**src/eth_lite_pkg.sv**
```systemverilog
package eth_lite_pkg;

  // One frame byte with framing flags
  typedef struct packed {
    logic [7:0] dat;
    logic       val;
    logic       sof;
    logic       eof;
  } byte_stream_t;

  typedef struct packed {
    logic [11:0] len; // Byte count of a stored frame
  } frame_desc_t;

  typedef logic [47:0] mac_addr_t;
  typedef logic [31:0] ipv4_t;

  localparam logic [15:0] ETH_TYPE_IPV4 = 16'h0800;
  localparam logic [15:0] ETH_TYPE_ARP  = 16'h0806;
  localparam logic [7:0]  IP_PROTO_UDP  = 8'd17;

  // Byte offsets from start of Ethernet header
  localparam int OFS_ETHTYPE  = 12;
  localparam int OFS_IP_LEN   = 16;
  localparam int OFS_PROTO    = 23;
  localparam int OFS_SRC_IP   = 26;
  localparam int OFS_DST_IP   = 30;
  localparam int OFS_SRC_PORT = 34;
  localparam int OFS_DST_PORT = 36;
  localparam int OFS_UDP_CSUM = 40;

  localparam int ARP_LEN  = 42; // Full ARP reply, no padding
  localparam int ECHO_LAG = 36; // Echo delay line stages

endpackage

```
**src/arp_responder.sv**
```systemverilog
`timescale 1ns/1ps

module arp_responder #(
  parameter eth_lite_pkg::mac_addr_t MAC_ADDR   = 48'h02_00_5e_10_00_01,
  parameter int                      FIFO_DEPTH = 256
) (
  input  logic                       clk,
  input  logic                       rst,
  input  eth_lite_pkg::byte_stream_t rx,
  input  eth_lite_pkg::ipv4_t        local_ipv4,
  output eth_lite_pkg::byte_stream_t out,
  input  logic                       credit,
  output logic                       drop
);

  localparam int ALEN = eth_lite_pkg::ARP_LEN;
  localparam int CW   = $clog2(FIFO_DEPTH + 1);
  localparam int ET   = eth_lite_pkg::OFS_ETHTYPE;

  logic [11:0]             idx;
  logic [11:0]             cnt;
  eth_lite_pkg::mac_addr_t dst_mac;
  eth_lite_pkg::mac_addr_t sha;
  eth_lite_pkg::mac_addr_t rep_mac;
  logic [15:0]             eth_type;
  logic [15:0]             opcode;
  eth_lite_pkg::ipv4_t     spa;
  eth_lite_pkg::ipv4_t     tpa;
  eth_lite_pkg::ipv4_t     tpa_full;
  eth_lite_pkg::ipv4_t     rep_ip;
  logic                    is_req;
  logic                    can_send;
  logic                    busy;
  logic [5:0]              ocnt;
  logic [CW-1:0]           crd;
  logic [8*ALEN-1:0]       reply;

  assign idx = rx.sof ? '0 : cnt;

  always_ff @(posedge clk) begin
    if (rst) cnt <= '0;
    else if (rx.val) cnt <= idx + 1'b1;
  end

  always_ff @(posedge clk) begin
    if (rx.val) begin
      if (idx < 6) dst_mac <= {dst_mac[39:0], rx.dat};
      if (idx == ET || idx == ET + 1) eth_type <= {eth_type[7:0], rx.dat};
      if (idx == 20 || idx == 21) opcode <= {opcode[7:0], rx.dat};
      if (idx >= 22 && idx < 28) sha <= {sha[39:0], rx.dat}; // Sender MAC
      if (idx >= 28 && idx < 32) spa <= {spa[23:0], rx.dat};
      if (idx >= 38 && idx < 42) tpa <= {tpa[23:0], rx.dat};
    end
  end

  // Last target IP byte may arrive with eof
  assign tpa_full = (idx == 41) ? {tpa[23:0], rx.dat} : tpa;

  assign is_req = rx.val && rx.eof && idx >= 41 &&
                  eth_type == eth_lite_pkg::ETH_TYPE_ARP && opcode == 16'd1 &&
                  tpa_full == local_ipv4 && (dst_mac == '1 || dst_mac == MAC_ADDR);
  assign can_send = !busy && crd >= CW'(ALEN);

  always_ff @(posedge clk) begin
    if (rst) begin
      busy <= 1'b0;
      ocnt <= '0;
      drop <= 1'b0;
    end else begin
      drop <= is_req && !can_send;
      if (is_req && can_send) begin
        busy <= 1'b1;
        ocnt <= '0;
      end else if (busy) begin
        if (ocnt == 6'(ALEN - 1)) busy <= 1'b0;
        else ocnt <= ocnt + 1'b1;
      end
    end
  end

  always_ff @(posedge clk) begin
    if (is_req && can_send) begin
      rep_mac <= sha;
      rep_ip  <= spa;
    end
  end

  always_ff @(posedge clk) begin
    if (rst) crd <= CW'(FIFO_DEPTH);
    else crd <= crd + CW'(credit) - CW'(out.val);
  end

  assign reply = {rep_mac, MAC_ADDR, eth_lite_pkg::ETH_TYPE_ARP,
                  16'h0001, eth_lite_pkg::ETH_TYPE_IPV4, 8'd6, 8'd4, 16'h0002, // Opcode reply
                  MAC_ADDR, local_ipv4, rep_mac, rep_ip};

  always_comb begin
    out.dat = reply[8*(ALEN-1-int'(ocnt)) +: 8];
    out.val = busy;
    out.sof = busy && ocnt == '0;
    out.eof = busy && ocnt == 6'(ALEN - 1);
  end

endmodule

```
**config.mk**
```make
export PLATFORM = sky130hd
export DESIGN_NAME = arp_responder
export DESIGN_NICKNAME = d
export VERILOG_FILES = /design/src/eth_lite_pkg.sv /design/src/arp_responder.sv
export SDC_FILE = /design/constraint.sdc
export NUM_CORES = 1
export LEC_CHECK = 0
export CAP_MARGIN = 20
export CORE_ASPECT_RATIO = 0.5
export CORE_MARGIN = 3
export CORE_UTILIZATION = 35
export CTS_CLUSTER_DIAMETER = 40
export DETAILED_ROUTE_END_ITERATION = 12
export DONT_BUFFER_PORTS = 1
export SLEW_MARGIN = 15
export SYNTH_ARGS = -nofsm -noshare
export SYNTH_HDL_FRONTEND = slang
export SYNTH_SLANG_ARGS = --single-unit
```
**constraint.sdc**
```tcl
create_clock -name clk -period 31.4 [get_ports clk]
set_input_delay 4.71 -clock clk [delete_from_list [all_inputs] [get_ports clk]]
set_output_delay 4.71 -clock clk [all_outputs]
set_load 0.05 [all_outputs]
```
==> impl_metrics.csv <==
group,metric,value,unit
detailed_routing,route.vias.total,7787,
critical_path,path_max_fanout,4,
critical_path,timing.critical_path.required,26.69,ns
sta,fmax,0.0909,GHz
pwr,power_density,62.1,nW/µm²
critical_path,endpoint_class_of_the_critical_path,"output port",
global_routing,first_pass_grt_wire_length,48200,µm
clock_network,tritoncts,"built",
sta,slew_viol_final,0,
global_routing,globalRouteTotalUtil,0.162,
detailed_routing,drt-initial-drc-count,682,
place,detailed_place.area,13400,µm²
outcome,outcome,"finished clean",
layout,antennaDiodeCount,0,
synthesis,flop_and_latch_count_out_of_synthesis,301,
clock_network,worst_skew_late_latency,0.54,ns
synthesis,synth_edf_count,272,
hold_path,min_path_type,"reg2reg",
synthesis,synth_cells,883,
clock_network,cts_root_buffer,"clkbuf_16",
critical_path,crit_type,"in2out",
layout,drive_gt1_frac,0.115,
critical_path,cp_cell_sequence,"a221oi_1 -> nor3_1 -> a21oi_1 -> o2bb2ai_1 -> o21ai_0 -> o22ai_1",
clock_network,h_tree_level_count,2,
sta,setup-violations-final,0,
layout,layout.cells.most_common_list,"edfxtp_1, inv_1, nand2_1, clkbuf_16, nor2_1",
pwr,total_leakage_power,4.74,nW
synthesis,synth_flop_cell,"edfxtp_1",
layout,nets_finish,971,
critical_path,critical-path-slowest-cell,"o22ai_1",
detailed_routing,remaining_drc_errors,0,
clock_network,clock_sink_count,301,
detailed_routing,drt_wl_total,31900,µm
place,hpwl,21800,µm
critical_path,timing.critical_path.max_delay_family,"compound AO/OA/AOI/OAI gates",
sta,minimum_clock_period,11.00,ns
pwr,ir_drop,0.0317,mV
floorplan,die_ar,39100,µm²
detailed_routing,detail_route.first_pass.iterations,5,
sta,final_hold_violation_count,0,
sta,clock-skew-final,0.0191,ns
synthesis,synth.yosys.seq_area_share,0.683,
floorplan,core.rowCount,48,
critical_path,worst_ep_arrival_time,6.29,ns
synthesis,syn-num-nets,952,
synthesis,yosys_warnings,0,
clock_network,cts.repair.resized,0,
critical_path,timing.critical_path.buf_inv,0,
global_routing,globalRoute.totalOverflow,0,
clock_network,clk_transition_reported_paths,0.06,ns
floorplan,floorplan.io_pins,58,
layout,cell_count_final_fillers_out,1403,
critical_path,path_depth,6,
clock_network,clockBufferDepth,3,
critical_path,worst_r2r_path_cells,7,
sta,timing_worst_slew_pin_value,1.11,ns
critical_path,crit_path_max_incr_delay,0.88,ns
place,gp_congestion,0.924,
pwr,power.total,0.908,mW
floorplan,initial_core_util,0.363,
global_routing,pin_count_of_the_biggest_net_entering_global_routing,81,
floorplan,die_width,277,µm
synthesis,synth_area,12800,µm²
layout,fillerInstances,3120,
sta,final_worst_path_cycle_share,0.350,
layout,post-route-cell-area,14600,µm²
global_routing,grt_pass1_vias,7706,
sta,tns,0,ns
floorplan,floorplan.die.height,141,µm
place,io_buffers,0,
synthesis,asyncSetResetFlopFracSynth,0,
sta,grt_setup_unrepaired,"false",
synthesis,synth_cell_type_count,70,
detailed_routing,number_of_vias_per_cell,5.55,
flow_run,maxCapViolCount,0,
synthesis,synthesis.area_per_instance,14.5,µm²
critical_path,setup.worst_path.start_class,"primary input",
layout,layout-area-overhead-vs-synth,14.1,%
layout,mostFrequentLayoutCell,"edfxtp_1",
clock_network,cts_setup_buffers,0,
clock_network,cts_buffers,35,
detailed_routing,number_of_nets_still_failing_antenna_checks_after_routing,0,
place,place.detailed.instances,1339,
hold_path,min_delay_path_depth,0,
floorplan,design.core.area,35300,µm²
clock_network,hold_buffers,0,
detailed_routing,wire_per_inst,22.7,µm
sta,slew_headroom,0.261,
sta,hold_slack,0.414,ns
global_routing,grt_antenna_before_repair,2,
-- report_power, final --
group	internal, mW	switching (mW)	total, mW	leakage [nW]
Sequential	0.441	0.00481	0.445	2.72
Combinational	0.0237	0.0296	0.0534	1.46
Clock	0.241	0.168	0.409	0.568
Total	0.705	0.203	0.908	4.74
-- cell type report --
class / count / area (µm²) / share of cell area
Sequential cell: 301 / 8750 / 0.599
Multi-Input combinational cell: 495 / 3760 / 0.258
Clock buffer: 42 / 923 / 0.0632
Tap cell: 475 / 594 / 0.0407
Clock inverter: 21 / 250 / 0.0171
Inverter: 55 / 206 / 0.0141
Timing Repair Buffer: 14 / 125 / 0.00856
-- logic make-up (layout without fill, tap and decap cells) --
family                     after synthesis  in the layout  share of synthesized area
DFF                                    301            301                      0.683
and+or+nand+nor                        239            239                      0.107
AOI/OAI and AO/OA                      149            149                     0.0846
buffers and inverters                   87            132                     0.0265
muxes                                   48             48                     0.0519
xor gates and xnor gates                36             36                     0.0246
adders and majority gates               23             23                     0.0230
-- Yosys cell counts, types with 21 or more instances --
master,instances,share of area
nor4_1,27,0.013
o22ai_1,23,0.011
ha_1,22,0.021
edfxtp_1,272,0.64
xor2_1,21,0.014
clkbuf_1,23,0.0067
nor2_1,36,0.011
a21oi_1,22,0.0086
dfxtp_1,29,0.045
nor3_1,22,0.0086
mux2i_1,27,0.021
nand4_1,28,0.014
nand2_1,36,0.011
inv_1,55,0.016
-- per-layer routing --
metal  global-route usage  vias up  share of wire
met5                    0        -              0
met4               0.0607        0          0.032
met3               0.0321       71          0.059
met2                0.255      248           0.46
met1                0.225     3935           0.45
li1                     -     3533              -
-- flip-flops by register name, summed over array words and instances, names as in the netlist --
register  cells
busy          1
cnt          12
crd           9
drop          1
dst_mac      48
eth_type     16
ocnt          6
opcode       16
rep_ip       32
rep_mac      48
sha          48
spa          32
tpa          32
-- worst register-to-register path, cell delays in order, from the launching register on --
cell	delay (ns)
dfxtp_1	0.36
nor4_2	0.71
nand4_1	0.74
mux2_2	0.51
a221o_1	0.31
or4_4	0.53
nor4_2	0.30
buf_4	0.81
-- worst paths after layout --
| kind | start | to | slack, ns |
|---|---|---|---|
| max | local_ipv4[26] | out[5] | 20.40 |
| min | spa[26]$_DFFE_PP_ | rep_ip[26]$_DFFE_PP_ | 0.41 |
| max reg2reg | cnt[6]$_SDFFE_PP0P_ | rep_ip[25]$_DFFE_PP_ | 26.69 |
| min reg2reg | spa[26]$_DFFE_PP_ | rep_ip[26]$_DFFE_PP_ | 0.41 |
-- metrics by stage --
step / utilization / setup slack [ns]
after detailed placement: 0.380 / 20.41
after global routing: 0.415 / 20.28
after global placement: 0.380 / 20.43
after CTS: 0.414 / 20.41
after floorplan: - / 15.53
final: 0.415 / 20.40
Note: power is estimated with default switching activity, not from simulation.
