## src/eth_lite_pkg.sv

```systemverilog
package eth_lite_pkg;

  // One frame byte with framing flags
  typedef struct packed {
    logic [7:0] dat;
    logic       val;
    logic       sof;
    logic       eof;
  } byte_stream_t;

  typedef struct packed {
    logic [11:0] len; // Byte count of a stored frame
  } frame_desc_t;

  typedef logic [47:0] mac_addr_t;
  typedef logic [31:0] ipv4_t;

  localparam logic [15:0] ETH_TYPE_IPV4 = 16'h0800;
  localparam logic [15:0] ETH_TYPE_ARP  = 16'h0806;
  localparam logic [7:0]  IP_PROTO_UDP  = 8'd17;

  // Byte offsets from start of Ethernet header
  localparam int OFS_ETHTYPE  = 12;
  localparam int OFS_IP_LEN   = 16;
  localparam int OFS_PROTO    = 23;
  localparam int OFS_SRC_IP   = 26;
  localparam int OFS_DST_IP   = 30;
  localparam int OFS_SRC_PORT = 34;
  localparam int OFS_DST_PORT = 36;
  localparam int OFS_UDP_CSUM = 40;

  localparam int ARP_LEN  = 42; // Full ARP reply, no padding
  localparam int ECHO_LAG = 36; // Echo delay line stages

endpackage

```

## src/udp_echo.sv

```systemverilog
`timescale 1ns/1ps

module udp_echo #(
  parameter eth_lite_pkg::mac_addr_t MAC_ADDR   = 48'h02_00_5e_10_00_01,
  parameter int                      FIFO_DEPTH = 256,
  parameter int                      MAX_FRAME  = 128
) (
  input  logic                       clk,
  input  logic                       rst,
  input  eth_lite_pkg::byte_stream_t rx,
  input  eth_lite_pkg::ipv4_t        local_ipv4,
  output eth_lite_pkg::byte_stream_t out,
  input  logic                       credit,
  output logic                       drop
);

  localparam int LAG = eth_lite_pkg::ECHO_LAG;
  localparam int CW  = $clog2(FIFO_DEPTH + 1);
  localparam int ET  = eth_lite_pkg::OFS_ETHTYPE;
  localparam int IL  = eth_lite_pkg::OFS_IP_LEN;
  localparam int SI  = eth_lite_pkg::OFS_SRC_IP;
  localparam int DI  = eth_lite_pkg::OFS_DST_IP;
  localparam int SP  = eth_lite_pkg::OFS_SRC_PORT;
  localparam int DP  = eth_lite_pkg::OFS_DST_PORT;
  localparam int CS  = eth_lite_pkg::OFS_UDP_CSUM;

  eth_lite_pkg::byte_stream_t dly [LAG];
  eth_lite_pkg::byte_stream_t tail;
  logic [11:0]                idx;
  logic [11:0]                cnt;
  logic [11:0]                oidx;
  logic [11:0]                ocnt;
  eth_lite_pkg::mac_addr_t    dst_mac;
  eth_lite_pkg::mac_addr_t    src_mac;
  logic [15:0]                eth_type;
  logic [15:0]                ip_len;
  logic [15:0]                src_port;
  logic [15:0]                dst_port;
  logic [7:0]                 ver_ihl;
  logic [7:0]                 proto;
  eth_lite_pkg::ipv4_t        src_ip;
  eth_lite_pkg::ipv4_t        dst_ip;
  logic                       is_match;
  logic                       accept;
  logic                       pass;
  logic [CW-1:0]              crd;

  // Delay line advances every cycle, idle gap covers the flush
  always_ff @(posedge clk) begin
    if (rst) begin
      dly <= '{default: '0};
    end else begin
      dly[0] <= rx;
      for (int i = 1; i < LAG; i++) dly[i] <= dly[i-1];
    end
  end
  assign tail = dly[LAG-1];

  assign idx  = rx.sof ? '0 : cnt;
  assign oidx = tail.sof ? '0 : ocnt;

  always_ff @(posedge clk) begin
    if (rx.val) begin
      if (idx < 6) dst_mac <= {dst_mac[39:0], rx.dat};
      if (idx >= 6 && idx < 12) src_mac <= {src_mac[39:0], rx.dat};
      if (idx == ET || idx == ET + 1) eth_type <= {eth_type[7:0], rx.dat};
      if (idx == ET + 2) ver_ihl <= rx.dat;
      if (idx == IL || idx == IL + 1) ip_len <= {ip_len[7:0], rx.dat};
      if (idx == eth_lite_pkg::OFS_PROTO) proto <= rx.dat;
      if (idx >= SI && idx < DI) src_ip <= {src_ip[23:0], rx.dat};
      if (idx >= DI && idx < SP) dst_ip <= {dst_ip[23:0], rx.dat};
      if (idx == SP || idx == SP + 1) src_port <= {src_port[7:0], rx.dat};
      if (idx == DP || idx == DP + 1) dst_port <= {dst_port[7:0], rx.dat};
    end
  end

  // Decision on last destination IP byte
  assign is_match = rx.val && idx == 12'(DI + 3) && dst_mac == MAC_ADDR &&
                    eth_type == eth_lite_pkg::ETH_TYPE_IPV4 && ver_ihl == 8'h45 &&
                    proto == eth_lite_pkg::IP_PROTO_UDP && int'(ip_len) + 14 <= MAX_FRAME &&
                    {dst_ip[23:0], rx.dat} == local_ipv4;
  assign accept = is_match && crd >= CW'(MAX_FRAME);

  always_ff @(posedge clk) begin
    if (rst) begin
      cnt  <= '0;
      ocnt <= '0;
      pass <= 1'b0;
      drop <= 1'b0;
      crd  <= CW'(FIFO_DEPTH);
    end else begin
      if (rx.val) cnt <= idx + 1'b1;
      if (tail.val) ocnt <= oidx + 1'b1;
      if (rx.val && rx.sof) pass <= 1'b0;
      else if (is_match) pass <= accept;
      else if (tail.val && tail.eof) pass <= 1'b0;
      drop <= is_match && !accept;
      crd  <= crd + CW'(credit) - CW'(out.val);
    end
  end

  always_comb begin
    int k;
    k = int'(oidx);
    out     = tail;
    out.val = tail.val && pass;
    out.sof = tail.sof && pass;
    out.eof = tail.eof && pass;
    if (k < 6) out.dat = src_mac[8*(5-k) +: 8];
    else if (k < 12) out.dat = MAC_ADDR[8*(11-k) +: 8];
    else if (k >= SI && k < DI) out.dat = dst_ip[8*(DI-1-k) +: 8];
    else if (k >= DI && k < SP) out.dat = src_ip[8*(SP-1-k) +: 8];
    else if (k >= SP && k < DP) out.dat = dst_port[8*(DP-1-k) +: 8];
    else if (k >= DP && k < DP + 2) out.dat = src_port[8*(DP+1-k) +: 8];
    else if (k == CS || k == CS + 1) out.dat = 8'h00; // UDP checksum off
  end

endmodule

```

## config.mk

```make
export PLATFORM = sky130hd
export DESIGN_NAME = udp_echo
export DESIGN_NICKNAME = d
export VERILOG_FILES = /design/src/eth_lite_pkg.sv /design/src/udp_echo.sv
export SDC_FILE = /design/constraint.sdc
export NUM_CORES = 1
export LEC_CHECK = 0
export BUFFER_PORTS_ARGS = -buffer_cell sky130_fd_sc_hd__buf_2
export CAP_MARGIN = 20
export CORE_ASPECT_RATIO = 0.75
export CORE_MARGIN = 2
export CORE_UTILIZATION = 50
export DETAILED_ROUTE_END_ITERATION = 8
export GPL_TIMING_DRIVEN = 0
export PLACE_DENSITY = 0.69
export SYNTH_ARGS = -nofsm -noshare
export SYNTH_HDL_FRONTEND = slang
export SYNTH_SLANG_ARGS = --single-unit
export TNS_END_PERCENT = 50
```

## constraint.sdc

```tcl
create_clock -name clk -period 4.2 [get_ports clk]
set_clock_uncertainty 0.1 [all_clocks]
set_input_delay 0.21 -clock clk [delete_from_list [all_inputs] [get_ports clk]]
set_output_delay 0.21 -clock clk [all_outputs]
set_load 0.02 [all_outputs]
```

==> out/results.tsv <==
stage	metric	value	unit
job	cap_violations	0	
timing	tightest_slew	0.943	ns
setup_path	setup.worst_path.class	register to output port	
synth	top_count_cell_post_synth	dfxtp_1	
setup_path	critical_path_required	3.89	ns
setup_path	cp.arrival	3.60	ns
synth	synthDominantAreaCellType	dfxtp_1	
synth	synth_area_leaders	dfxtp_1 (38%), edfxtp_1 (32%), nor2b_1 (12%)	
route	drc	0	
synth	postSynthRegisterBits	671	
power	max-vdd-ir-drop	355	µV
global_routing	number_of_antenna_violations_at_the_first_check_in_global_routing	1	
synth	post_synth_and_or_nand_nor_area_fraction	17.4	%
floorplanning	die-width	249	µm
synth	yosys_most_used_dff	dfxtp_1	
route	drt-wirelength-per-cell	16.6	µm
final_layout	layout.filler_cells	3584	
timing	timing.final.setup_violations	0	
global_routing	grt_first_pass_wirelength	67200	µm
global_routing	track_usage	17.9	%
synth	synth-async-reset-ratio	0	%
timing	setup_ws	0.285	ns
status	outcome	finished, final reports clean	
global_routing	maximum_number_of_pins_on_one_net_before_global_route_repair	44	
synth	synth_common_cells	dfxtp_1 (431), nor2b_1 (424), edfxtp_1 (240)	
clock_network	cts_root_buf	clkbuf_16	
final_layout	flow.area_growth_from_synthesis	15.0	%
final_layout	finalNetCount	1927	
floorplanning	rows	67	
floorplanning	fp.dieH	188	µm
setup_path	critPathMostFrequentCell	o2bb2ai_1	
placed_design	hpwl_after_dpl	27000	µm
synth	synth_fp_nets	1797	
route	detailed_routing_iteration_count_for_the_pre_antenna_repair_pass	5	
clock_network	clock-sinks	671	
clock_network	cts_inserted_buffers	59	
power	cellLeakagePower	0.00933	µW
setup_path	critical_path_buf_inv_count	4	
synth	synth-edff-count	240	
global_routing	grt_overflow	0	
setup_path	cp-end-kind	output port	
placed_design	place_congestion	0.863	
floorplanning	core_area	44700	µm²
synth	synthCells	1724	
floorplanning	floorplan.initialDensity	50.6	%
synth	synth_top_area_share	38.2	%
synth	yosysWarnings	0	
route	via_count	12500	
timing	max_clock_freq	0.255	GHz
placed_design	portBuffers	56	
clock_network	cts_htree_levels	2	
route	routed_via_density	5.05	
timing	final_min_period	3.91	ns
synth	synth_xor_xnor_area_share	1.94	%
synth	post_synth_fa_ha_maj_area_fraction	1.53	%
route	number_of_nets_with_antenna_violations_after_detailed_routing	0	
timing	hold_violations	0	
setup_path	worst_path_max_delay_cell	dfxtp_1	
synth	largest_family_of_logic_cells_by_synthesized_area	simple AND/OR/NAND/NOR gates	
clock_network	postCtsSetupBuffers	0	
setup_path	cpLargestDelayFamily	compound AO/OA/AOI/OAI gates	
timing	drv_slew	0	
route	drt_iter0_drc	886	
final_layout	num_antenna_cells	0	
synth	post_synthesis_mean_instance_area	13.1	µm²
setup_path	crit_path_max_incr_delay	0.51	ns
setup_path	critPathMaxFanout	20	
placed_design	dp_worst_setup_slack	-0.243	ns
final_layout	post_route_cells_drive_above_1_share	10.8	%
synth	synth.lib_cells_used.distinct	64	
global_routing	number_of_global_route_vias_before_repair	12400	
timing	post-route-period-util	93.2	%
clock_network	clock_slew_at_reported_path_ffs	0.06	ns
setup_path	worstSetupStartpointType	register	
setup_path	sequence_of_cells_on_the_critical_path	nor2b_2, buf_6, buf_8, inv_1, ha_1, a21boi_0, nand2b_1, a221o_2, o2bb2ai_1, o2bb2ai_1, o21ai_0, nand2_1, buf_2	
min_path	holdCritPathClass	input port to register	
timing	timing.setup.tns	0	ns
floorplanning	fp.dieArea	46900	µm²
synth	multiplexer_area_fraction_after_synthesis	2.86	%
clock_network	clkLatencyLatePin	0.62	ns
timing	grt_setup_unrepaired	false	
power	cellPowerDensity	501	nW/µm²
synth	synth_compound_area_share	4.22	%
timing	max_slew_margin	36.3	%
synth	syn_area	22600	µm²
synth	synth.yosys.seq_area_share	70.1	%
clock_network	clockBufferDepth	3	
floorplanning	io-pin-count	58	
route	route.final.wire_length	41300	µm
clock_network	cts_tree	built	
## layer usage
metal  routed length (µm)  up-vias  global-route usage, %
li1                     -     6138                      -
met1                19600     5984                   26.3
met2                17800      348                   26.7
met3                 2740       77                   3.48
met4                 1160        0                   6.19
met5                    0        -                      0
## stage by stage
stage	instance area [µm²]	util (%)	total power (µW)	std cells	hold slack, ns
2_1_floorplan	22600	-	7290	1724	0.209
3_3_place_gp	23600	52.8	7420	2366	0.316
3_5_place_dp	23800	53.2	7450	2374	0.320
4_1_cts	26000	58.1	13200	2487	0.0188
5_1_grt	26000	58.2	13500	2487	0.0309
6_report	26000	58.2	13000	2487	0.0534
## cells by family (layout without fill, tap and decap cells)
family | Yosys count | count (layout)
AOI/OAI and AO/OA | 140 | 140
xor gates and xnor gates | 50 | 50
adders and majority gates | 27 | 27
buffers and inverters | 113 | 290
DFF | 671 | 671
muxes | 54 | 54
and+or+nand+nor | 669 | 669
## cell type report
type                    count  area (µm²)  area share, %
multi-input cells         940        6360           24.5
repair buffers             76         504           1.94
plain buffers              72         313           1.20
clock inverters            29         434           1.67
flip-flops and latches    671       15800           60.9
well taps                 586         733           2.82
inverters                  34         128          0.491
clock buffers              79        1670           6.44
## layout by cell type (no fill, tap or decap), drive strengths merged, types with 12 or more instances in the layout
master / count
o21ai: 25
nor2b: 424
nand3: 18
buf: 74
xnor2: 39
a211oi: 28
mux2i: 42
nor4b: 12
nand2b: 14
nor4: 19
o2bb2ai: 12
nor2: 68
edfxtp: 240
nand4: 17
inv: 36
clkinv: 17
nor3: 12
ha: 26
clkbuf: 142
dfxtp: 431
a21oi: 35
nand2: 51
## tightest hold or removal path, cell delays in order
cell	delay, ns
buf_2	0.10
xnor2_1	0.06
nand3_1	0.09
nor4_1	0.06
nand4_1	0.11
nor4b_1	0.08
## sequential cells by signal, indices dropped and copies added, names as in the netlist
name,cells
cnt,12
crd,9
dly,396
drop,1
dst_ip,32
dst_mac,48
dst_port,16
eth_type,16
ip_len,16
ocnt,12
pass,1
proto,8
src_ip,32
src_mac,48
src_port,16
ver_ihl,8
## final timing paths
check	slack [ns]	start	cells past startpoint	to
worst max-delay path	0.29	ocnt[0]	13	out[7]
worst max register to register	0.91	dly[2]	14	crd[8]
worst min register to register	0.32	dly[16]	1	dly[5]
worst min-delay path	0.05	local_ipv4[14]	6	drop
## where the power goes
group          internal (µW)  total (µW)  switching (µW)
sequential              6780        6810            32.0
clock                   3370        5710            2340
combinational            201         496             295
## what timing repair did
item / CTS / global route
setup endpoints to repair: 8 / 8
endpoints found under the hold margin: 74 / 0
pin swaps: 0 / 0
resized for setup: 12 / 12
hold buffers: 11 / 0
(Power assumes the default switching activity.)
